$ cat src/zmem_pkg.sv
/* zmem shared definitions
   paging ports, bank constants and DRAM request types */
package zmem_pkg;

	// paging ports, partially decoded
	// 7ffd needs a15=0 a1=0, dffd needs a15=1 a13=0 a1=0
	localparam logic [15:0] port_7ffd = 16'h7ffd;
	localparam logic [15:0] port_dffd = 16'hdffd;

	// ram page width and full DRAM byte address width
	localparam int unsigned page_bits = 8;
	localparam int unsigned addr_bits = page_bits + 14;

	// fixed banks behind 4000 and 8000
	localparam logic [page_bits-1:0] bank_4000 = 8'd5;
	localparam logic [page_bits-1:0] bank_8000 = 8'd2;

	// DRAM access length in fclk cycles, start cycle included
	localparam int unsigned seq_len = 5;

	// paging state, written by I/O and read by the mapper
	typedef struct packed {
		logic [page_bits-1:0] ram_page;
		logic                 rom_sel;
		logic                 lock;
	} page_state_t;

	// field view of a byte address
	// row 21:12, col 11:2, chip on bit 1, byte on bit 0
	// byte 0 is the upper half of the 16-bit word
	typedef struct packed {
		logic [9:0] row;
		logic [9:0] col;
		logic       chip;
		logic       byte_sel;
	} dram_fields_t;

	// mapper writes linear, sequencer reads fields
	typedef union packed {
		logic [addr_bits-1:0] linear;
		dram_fields_t         fields;
	} dram_addr_u;

	// one DRAM access request
	typedef struct packed {
		dram_addr_u addr;
		logic       we;
		logic [7:0] wdata;
	} dram_req_t;

	// ROM chip select lines
	typedef struct packed {
		logic csrom;
		logic romoe_n;
		logic rompg0_n;
	} rom_sel_t;

endpackage

$ cat src/zports.sv
/* paging ports 7ffd and dffd
   decodes Z80 I/O writes into ram page, rom select and lock */
`timescale 1ns/1ns

module zports
(
	input  logic                  fclk,
	input  logic                  rst_n,

	input  logic                  iorq_n,
	input  logic                  wr_n,
	input  logic                  m1_n,
	input  logic [15:0]           a,
	input  logic [7:0]            d,

	output zmem_pkg::page_state_t pages
);

	logic io_wr;
	logic io_wr_r;
	logic io_wr_stb;
	logic sel_7ffd;
	logic sel_dffd;

	// I/O write level, m1 low means intack, not a write
	assign io_wr = ~iorq_n & ~wr_n & m1_n;

	always_ff @(posedge fclk)
	begin
		if (!rst_n)
			io_wr_r <= 1'b0;
		else
			io_wr_r <= io_wr;
	end

	// first cycle of the write only
	assign io_wr_stb = io_wr & ~io_wr_r;

	// partial decode, only a15 a13 a1 matter
	assign sel_7ffd = (a[15] == zmem_pkg::port_7ffd[15]) &&
	                  (a[1]  == zmem_pkg::port_7ffd[1]);

	assign sel_dffd = (a[15] == zmem_pkg::port_dffd[15]) &&
	                  (a[13] == zmem_pkg::port_dffd[13]) &&
	                  (a[1]  == zmem_pkg::port_dffd[1]);

	always_ff @(posedge fclk)
	begin
		if (!rst_n)
		begin
			pages.ram_page <= '0;
			pages.rom_sel  <= 1'b0;
			pages.lock     <= 1'b0;
		end
		else if (io_wr_stb && !pages.lock)
		begin
			// low page bits, rom half and lock
			if (sel_7ffd)
			begin
				pages.ram_page[2:0] <= d[2:0];
				pages.rom_sel       <= d[4];
				pages.lock          <= d[5];
			end
			// extended page bits
			if (sel_dffd)
				pages.ram_page[7:3] <= d[4:0];
		end
	end

endmodule

$ cat src/zmap.sv
/* Z80 memory mapper
   picks ROM or DRAM per 16K window and issues DRAM requests */
`timescale 1ns/1ns

module zmap
(
	input  logic                  fclk,
	input  logic                  rst_n,

	input  logic                  mreq_n,
	input  logic                  rd_n,
	input  logic                  wr_n,
	input  logic [15:0]           a,
	input  logic [7:0]            d,

	input  zmem_pkg::page_state_t pages,

	output zmem_pkg::rom_sel_t    rom,
	output logic                  dram_start,
	output zmem_pkg::dram_req_t   dram_req
);

	logic                             mem_act;
	logic                             mem_act_r;
	logic                             mem_stb;
	logic                             is_rom;
	logic [zmem_pkg::page_bits-1:0]   page;

	// memory cycle is live once a strobe joins mreq
	assign mem_act = ~mreq_n & (~rd_n | ~wr_n);
	assign mem_stb = mem_act & ~mem_act_r;

	// 0000..3fff is ROM
	assign is_rom = (a[15:14] == 2'b00);

	// bank for the current window
	always_comb
	begin
		case (a[15:14])
			2'b01:   page = zmem_pkg::bank_4000;
			2'b10:   page = zmem_pkg::bank_8000;
			default: page = pages.ram_page;
		endcase
	end

	// ROM lines follow the bus directly
	assign rom.csrom    = is_rom & ~mreq_n;
	assign rom.romoe_n  = ~(is_rom & ~mreq_n & ~rd_n);
	assign rom.rompg0_n = ~pages.rom_sel;

	always_ff @(posedge fclk)
	begin
		if (!rst_n)
		begin
			mem_act_r  <= 1'b0;
			dram_start <= 1'b0;
		end
		else
		begin
			mem_act_r  <= mem_act;
			// ROM writes just vanish here
			dram_start <= mem_stb & ~is_rom;
		end
	end

	// request payload, captured with the start pulse
	always_ff @(posedge fclk)
	begin
		if (mem_stb)
		begin
			dram_req.addr.linear <= {page, a[13:0]};
			dram_req.we          <= ~wr_n;
			dram_req.wdata       <= d;
		end
	end

endmodule

$ cat src/dram_seq.sv
/* DRAM access sequencer for two 16-bit chips
   fixed row, column, CAS and capture steps per request */
`timescale 1ns/1ns

module dram_seq
(
	input  logic                fclk,
	input  logic                rst_n,

	input  logic                dram_start,
	input  zmem_pkg::dram_req_t dram_req,

	input  logic [15:0]         rd_in,

	output logic [9:0]          ra,
	output logic [15:0]         rd_out,
	output logic                rd_oe,
	output logic                rwe_n,
	output logic                rucas_n,
	output logic                rlcas_n,
	output logic                rras0_n,
	output logic                rras1_n,

	output logic [7:0]          rdata,
	output logic                rdata_valid
);

	// last step of the access, RAS precharge
	localparam logic [2:0] last_ph = 3'(zmem_pkg::seq_len - 1);

	logic [2:0]          phase;
	logic [2:0]          phase_nxt;
	logic                busy;
	logic                ras_nxt;
	logic                cas_nxt;
	zmem_pkg::dram_req_t req;
	zmem_pkg::dram_req_t cur;

	// phase 0 idle, 1 row, 2..3 col, 4 precharge
	assign busy = (phase != 3'd0);

	always_comb
	begin
		if (!busy)
			phase_nxt = dram_start ? 3'd1 : 3'd0;
		else if (phase == last_ph)
			phase_nxt = 3'd0;
		else
			phase_nxt = phase + 3'd1;
	end

	// new request not latched yet on the first step
	assign cur = busy ? req : dram_req;

	assign ras_nxt = (phase_nxt >= 3'd1) && (phase_nxt <= 3'd3);
	assign cas_nxt = (phase_nxt == 3'd2) || (phase_nxt == 3'd3);

	always_ff @(posedge fclk)
	begin
		if (!rst_n)
			phase <= 3'd0;
		else
			phase <= phase_nxt;
	end

	// hold the request for the whole access
	// a start while busy is dropped
	always_ff @(posedge fclk)
	begin
		if (!busy && dram_start)
			req <= dram_req;
	end

	// strobes, registered so the pins stay clean
	always_ff @(posedge fclk)
	begin
		if (!rst_n)
		begin
			rras0_n <= 1'b1;
			rras1_n <= 1'b1;
			rucas_n <= 1'b1;
			rlcas_n <= 1'b1;
			rwe_n   <= 1'b1;
			rd_oe   <= 1'b0;
		end
		else
		begin
			// chip bit picks the RAS
			rras0_n <= ~(ras_nxt & ~cur.addr.fields.chip);
			rras1_n <= ~(ras_nxt &  cur.addr.fields.chip);
			// byte 0 on upper CAS, byte 1 on lower
			rucas_n <= ~(cas_nxt & ~cur.addr.fields.byte_sel);
			rlcas_n <= ~(cas_nxt &  cur.addr.fields.byte_sel);
			// write enable and bus drive together
			rwe_n   <= ~(cas_nxt & cur.we);
			rd_oe   <= cas_nxt & cur.we;
		end
	end

	// multiplexed address and write data
	always_ff @(posedge fclk)
	begin
		if (phase_nxt == 3'd1)
			ra <= cur.addr.fields.row;
		else
			ra <= cur.addr.fields.col;

		// same byte on both halves, CAS picks the lane
		rd_out <= {cur.wdata, cur.wdata};
	end

	// read capture at end of last CAS step
	always_ff @(posedge fclk)
	begin
		if (!rst_n)
			rdata_valid <= 1'b0;
		else
			rdata_valid <= (phase == 3'd3) && !req.we;
	end

	always_ff @(posedge fclk)
	begin
		if ((phase == 3'd3) && !req.we)
			rdata <= req.addr.fields.byte_sel ? rd_in[7:0] : rd_in[15:8];
	end

endmodule

$ cat src/zmem_top.sv
/* memory side top level
   paging ports, mapper and DRAM sequencer on the board pins */
`timescale 1ns/1ns

module zmem_top
(
	input  logic        fclk,
	input  logic        rst_n,

	// Z80 bus
	input  logic        mreq_n,
	input  logic        iorq_n,
	input  logic        rd_n,
	input  logic        wr_n,
	input  logic        m1_n,
	input  logic [15:0] a,
	input  logic [7:0]  d,

	output logic [7:0]  dout,
	output logic        dout_ena,

	// ROM
	output logic        csrom,
	output logic        romoe_n,
	output logic        rompg0_n,

	// DRAM
	input  logic [15:0] rd_in,
	output logic [9:0]  ra,
	output logic [15:0] rd_out,
	output logic        rd_oe,
	output logic        rwe_n,
	output logic        rucas_n,
	output logic        rlcas_n,
	output logic        rras0_n,
	output logic        rras1_n
);

	zmem_pkg::page_state_t pages;
	zmem_pkg::rom_sel_t    rom;
	zmem_pkg::dram_req_t   dram_req;
	logic                  dram_start;
	logic [7:0]            rdata;
	logic                  rdata_valid;
	logic [7:0]            rd_byte;
	logic                  ena_hold;

	zports u_zports
	(
		.fclk   (fclk),
		.rst_n  (rst_n),
		.iorq_n (iorq_n),
		.wr_n   (wr_n),
		.m1_n   (m1_n),
		.a      (a),
		.d      (d),
		.pages  (pages)
	);

	zmap u_zmap
	(
		.fclk       (fclk),
		.rst_n      (rst_n),
		.mreq_n     (mreq_n),
		.rd_n       (rd_n),
		.wr_n       (wr_n),
		.a          (a),
		.d          (d),
		.pages      (pages),
		.rom        (rom),
		.dram_start (dram_start),
		.dram_req   (dram_req)
	);

	dram_seq u_dram_seq
	(
		.fclk        (fclk),
		.rst_n       (rst_n),
		.dram_start  (dram_start),
		.dram_req    (dram_req),
		.rd_in       (rd_in),
		.ra          (ra),
		.rd_out      (rd_out),
		.rd_oe       (rd_oe),
		.rwe_n       (rwe_n),
		.rucas_n     (rucas_n),
		.rlcas_n     (rlcas_n),
		.rras0_n     (rras0_n),
		.rras1_n     (rras1_n),
		.rdata       (rdata),
		.rdata_valid (rdata_valid)
	);

	assign csrom    = rom.csrom;
	assign romoe_n  = rom.romoe_n;
	assign rompg0_n = rom.rompg0_n;

	// keep the read byte until the CPU ends the cycle
	always_ff @(posedge fclk)
	begin
		if (rdata_valid)
			rd_byte <= rdata;
	end

	always_ff @(posedge fclk)
	begin
		if (!rst_n)
			ena_hold <= 1'b0;
		else if (rdata_valid)
			ena_hold <= 1'b1;
		else if (mreq_n)
			ena_hold <= 1'b0;
	end

	// data goes out in the same cycle as the capture
	assign dout     = rdata_valid ? rdata : rd_byte;
	assign dout_ena = rdata_valid | ena_hold;

endmodule

$ cat config.mk
export PLATFORM = sky130hd
export DESIGN_NAME = zmem_top
export DESIGN_NICKNAME = d
export VERILOG_FILES = /design/src/zmem_pkg.sv /design/src/zports.sv /design/src/zmap.sv /design/src/dram_seq.sv /design/src/zmem_top.sv
export SDC_FILE = /design/constraint.sdc
export NUM_CORES = 1
export LEC_CHECK = 0
export BUFFER_PORTS_ARGS = -buffer_cell sky130_fd_sc_hd__buf_2
export CORE_MARGIN = 5
export CORE_UTILIZATION = 45
export CTS_CLUSTER_SIZE = 24
export DETAILED_ROUTE_END_ITERATION = 10
export PLACE_DENSITY = 0.68
export RECOVER_POWER = 25
export SLEW_MARGIN = 10
export SYNTH_ARGS = -nofsm -noshare
export SYNTH_HDL_FRONTEND = slang
export SYNTH_HIERARCHICAL = 1
export SYNTH_SLANG_ARGS = --single-unit
$ cat constraint.sdc
create_clock -name fclk -period 7.1 [get_ports fclk]
set_clock_uncertainty 0.05 [all_clocks]
set_input_delay 0.71 -clock fclk [delete_from_list [all_inputs] [get_ports fclk]]
set_output_delay 0.71 -clock fclk [all_outputs]
set_load 0.005 [all_outputs]
==> results_dict.tcl <==
set metrics [dict create \
    num_rows 36 \
    final.period_utilization 0.353 \
    post_synth_inst_count 261 \
    synth_flop_cell "sky130_fd_sc_hd__edfxtp_1" \
    power.leakage_nw 2.28 \
    design.final.nets 410 \
    final_cell_mix "81 x sky130_fd_sc_hd__buf_2, 70 x sky130_fd_sc_hd__edfxtp_1, 50 x sky130_fd_sc_hd__dfxtp_1, 18 x sky130_fd_sc_hd__nand2_1" \
    most_common_cell_after_layout_fill_and_taps_aside "sky130_fd_sc_hd__buf_2" \
    synth_largest_area_cell "sky130_fd_sc_hd__edfxtp_1" \
    post_cts_resized 0 \
    die-height_microns 109 \
    critPathLaunchType "flip-flop" \
    synth_cell_area_sq_mm 0.00445 \
    worst-setup-path-type "flip-flop to flip-flop" \
    outcome "complete, no violations" \
    switching_share 0.193 \
    setup_tns_ps 0 \
    number_of_hold_slack_violations_in_the_final_timing_report 0 \
    overflow 0 \
    synth_edf_count 70 \
    number_of_global_route_vias_before_repair 2551 \
    share_seq_of_total_power 0.452 \
    max_cap_viol_count 0 \
    design.portCount 91 \
    synth_area_leaders "sky130_fd_sc_hd__edfxtp_1 47%, sky130_fd_sc_hd__dfxtp_1 23%, sky130_fd_sc_hd__mux2_2 4.1%" \
    tritoncts.num_buffers 17 \
    worst_slew_margin_rel 0.367 \
    report.power.total_mw 1.73 \
    timing.final.ws_setup_ps 4590 \
    fmax_mhz 399 \
    clock_tree_from_tritoncts "built" \
    finalCriticalPeriod_ps 2510 \
    clock-sinks 120 \
    postRouteAntennaNets 0 \
    count_of_state_elements_after_synthesis 120 \
    synth_xor_xnor_area_share 0 \
    async_reset_ff_frac 0 \
    routed_wire_length_per_instance_microns 15.7 \
    dp_slack_ps 4630 \
    finalMaxSlewViolations 0 \
    grt_start_max_net_pins 33 \
    power_frac_clock 0.495 \
    gpl.final_weighted_congestion 0.680 \
    power_frac_comb 0.053 \
    ys_types 39 \
    synth_compound_gate_area_share 0.0208 \
    die-width_microns 109 \
    die-area_sq_mm 0.0120 \
    drt_first_pass_iters 4 \
    vias 2353 \
    clk-insertion-delay-late_ps 500 \
    drc 0 \
    switch_pwr_mw 0.334 \
    antenna_violations_before_repair 0 \
    grt_pass1_wl_microns 12300 \
    cts_max_level 4 \
    worst_ep_required_time_ps 7190 \
    hold_buffers 0 \
    netlist.area_leader.share 0.473 \
    clockBufferDepth 2 \
    drt_iter0_drc 49 \
    layout.cell_area.non_filler_sq_mm 0.00555 \
    hpwl_microns 5450 \
    post_synth_mux_area_share 0.151 \
    route.final.wire_length_microns 7900 \
    buffer_ports.inserted 90 \
    synth-seq-area-share 0.698 \
    vias_per_std_cell 4.68 \
    intPower_mw 1.40 \
    vdd_ir_drop_max_v 0.000169 \
    setup_viol 0 \
    clk_pin_slew_worst_paths_ps 50 \
    standard_cell_core_area_sq_mm 0.00968 \
    post_synth_fa_ha_maj_area_fraction 0.0169 \
    per_instance_average_area_after_synthesis_sq_um 17.0 \
    layout-drive-gt1-share 0.430 \
    hold_class "input pin to flip-flop" \
    root_buffer "sky130_fd_sc_hd__clkbuf_8" \
    post_cts_buffers 0 \
    grt_util_all_layers 0.141 \
    cp-end-kind "flip-flop" \
    worstMarginPinSlew_ps 949 \
    synth_simple_gate_area_frac 0.0760 \
    ys_warn_count 6 \
    timing.hold.ws_ps 335 \
    crit_fanout 32 \
    diodes 0 \
    place_area_sq_mm 0.00497 \
    worst_ep_arrival_time_ps 2600 \
    main_combinational_cell_family_by_area_after_synthesis "multiplexers" \
    synth_fp_nets 314 \
    power.density_cell_area_mw_per_mm2 312 \
    grt_setup_unrepaired "no" \
    layout.filler_cells 759 \
    initial_utilization 0.459 \
    layout-area-overhead-vs-synth_pct 24.7 \
]
[worst paths after layout]
kind	cells after the start	startpoint	end	slack [ps]
setup / recovery	5	u_dram_seq/phase[1]	u_dram_seq/req[30]	4590
hold reg to reg	0	u_zmap/dram_req[19]	u_dram_seq/req[19]	400
setup reg to reg	5	u_dram_seq/phase[1]	u_dram_seq/req[30]	4590
hold / removal	1	a[10]	u_zmap/dram_req[19]	340
[registers in the layout (all words and copies together) (netlist names), 3 cells and up]
| signal | count |
|---|---|
| u_dram_seq/req | 31 |
| rd_byte | 8 |
| u_dram_seq/phase | 3 |
| u_dram_seq/rd_out | 8 |
| u_dram_seq/rdata | 8 |
| u_zports/pages | 10 |
| u_zmap/dram_req | 31 |
| u_dram_seq/ra | 10 |
[cells in the mapped netlist, types with 2 or more instances]
cell,instances
sky130_fd_sc_hd__edfxtp_1,70
sky130_fd_sc_hd__dfxtp_1,50
sky130_fd_sc_hd__nand2_1,18
sky130_fd_sc_hd__mux2_2,16
sky130_fd_sc_hd__mux2i_1,12
sky130_fd_sc_hd__inv_1,11
sky130_fd_sc_hd__buf_4,9
sky130_fd_sc_hd__mux2_4,9
sky130_fd_sc_hd__mux4_2,7
sky130_fd_sc_hd__ha_1,6
sky130_fd_sc_hd__and2b_2,5
sky130_fd_sc_hd__nor2b_1,5
sky130_fd_sc_hd__nor2_1,4
sky130_fd_sc_hd__o21ai_0,4
sky130_fd_sc_hd__and2_1,3
sky130_fd_sc_hd__mux4_1,3
sky130_fd_sc_hd__a211oi_1,2
sky130_fd_sc_hd__buf_2,2
sky130_fd_sc_hd__buf_6,2
sky130_fd_sc_hd__nand2b_1,2
sky130_fd_sc_hd__o21a_1,2
sky130_fd_sc_hd__or2_1,2
[layout make-up]
class                           count  area [sq um]  area share
Timing Repair Buffer               92           454      0.0819
Tap cell                          133           166      0.0300
Inverter                           11          41.3     0.00745
Clock inverter                      8           118      0.0212
Sequential cell                   120          3100       0.560
Multi-Input combinational cell    115          1170       0.211
Clock buffer                       24           490      0.0884
[through the flow]
stage | utilization | std cells
2_1_floorplan | - | 261
3_3_place_gp | 0.513 | 471
3_5_place_dp | 0.513 | 471
4_1_cts | 0.576 | 503
5_1_grt | 0.573 | 503
6_report | 0.573 | 503
[per-layer routing]
layer / wire (microns) / GRT usage
met1: 3200 / 0.158
met3: 422 / 0.0499
met5: 0 / 0
met4: 51 / 0.0695
met2: 4220 / 0.237
[worst max-delay path, cell delays in order, from the launching register on]
cell and delay, ps:
sky130_fd_sc_hd__dfxtp_1 320, sky130_fd_sc_hd__inv_1 70, sky130_fd_sc_hd__ha_1 290, sky130_fd_sc_hd__nor2b_4 770
sky130_fd_sc_hd__and2_1 250, sky130_fd_sc_hd__buf_4 390
[kinds of logic (layout without fill, tap and decap cells)]
family	Yosys count	in the layout
flops	120	120
compound gates	11	11
mux	47	47
fa+ha+maj	6	6
simple gates	51	51
buf+inv	26	135
[power groups by stage]
| stage | sequential (mW) | combinational (mW) | clock [mW] |
|---|---|---|---|
| final | 0.782 | 0.0917 | 0.856 |
| after CTS | 0.783 | 0.0955 | 0.872 |
| after global routing | 0.785 | 0.101 | 0.909 |
| after global placement | 0.796 | 0.0925 | 0 |
| after detailed placement | 0.797 | 0.0950 | 0 |
| after floorplan | 0.795 | 0.0567 | 0 |
Note: power is estimated with default switching activity, not from simulation.
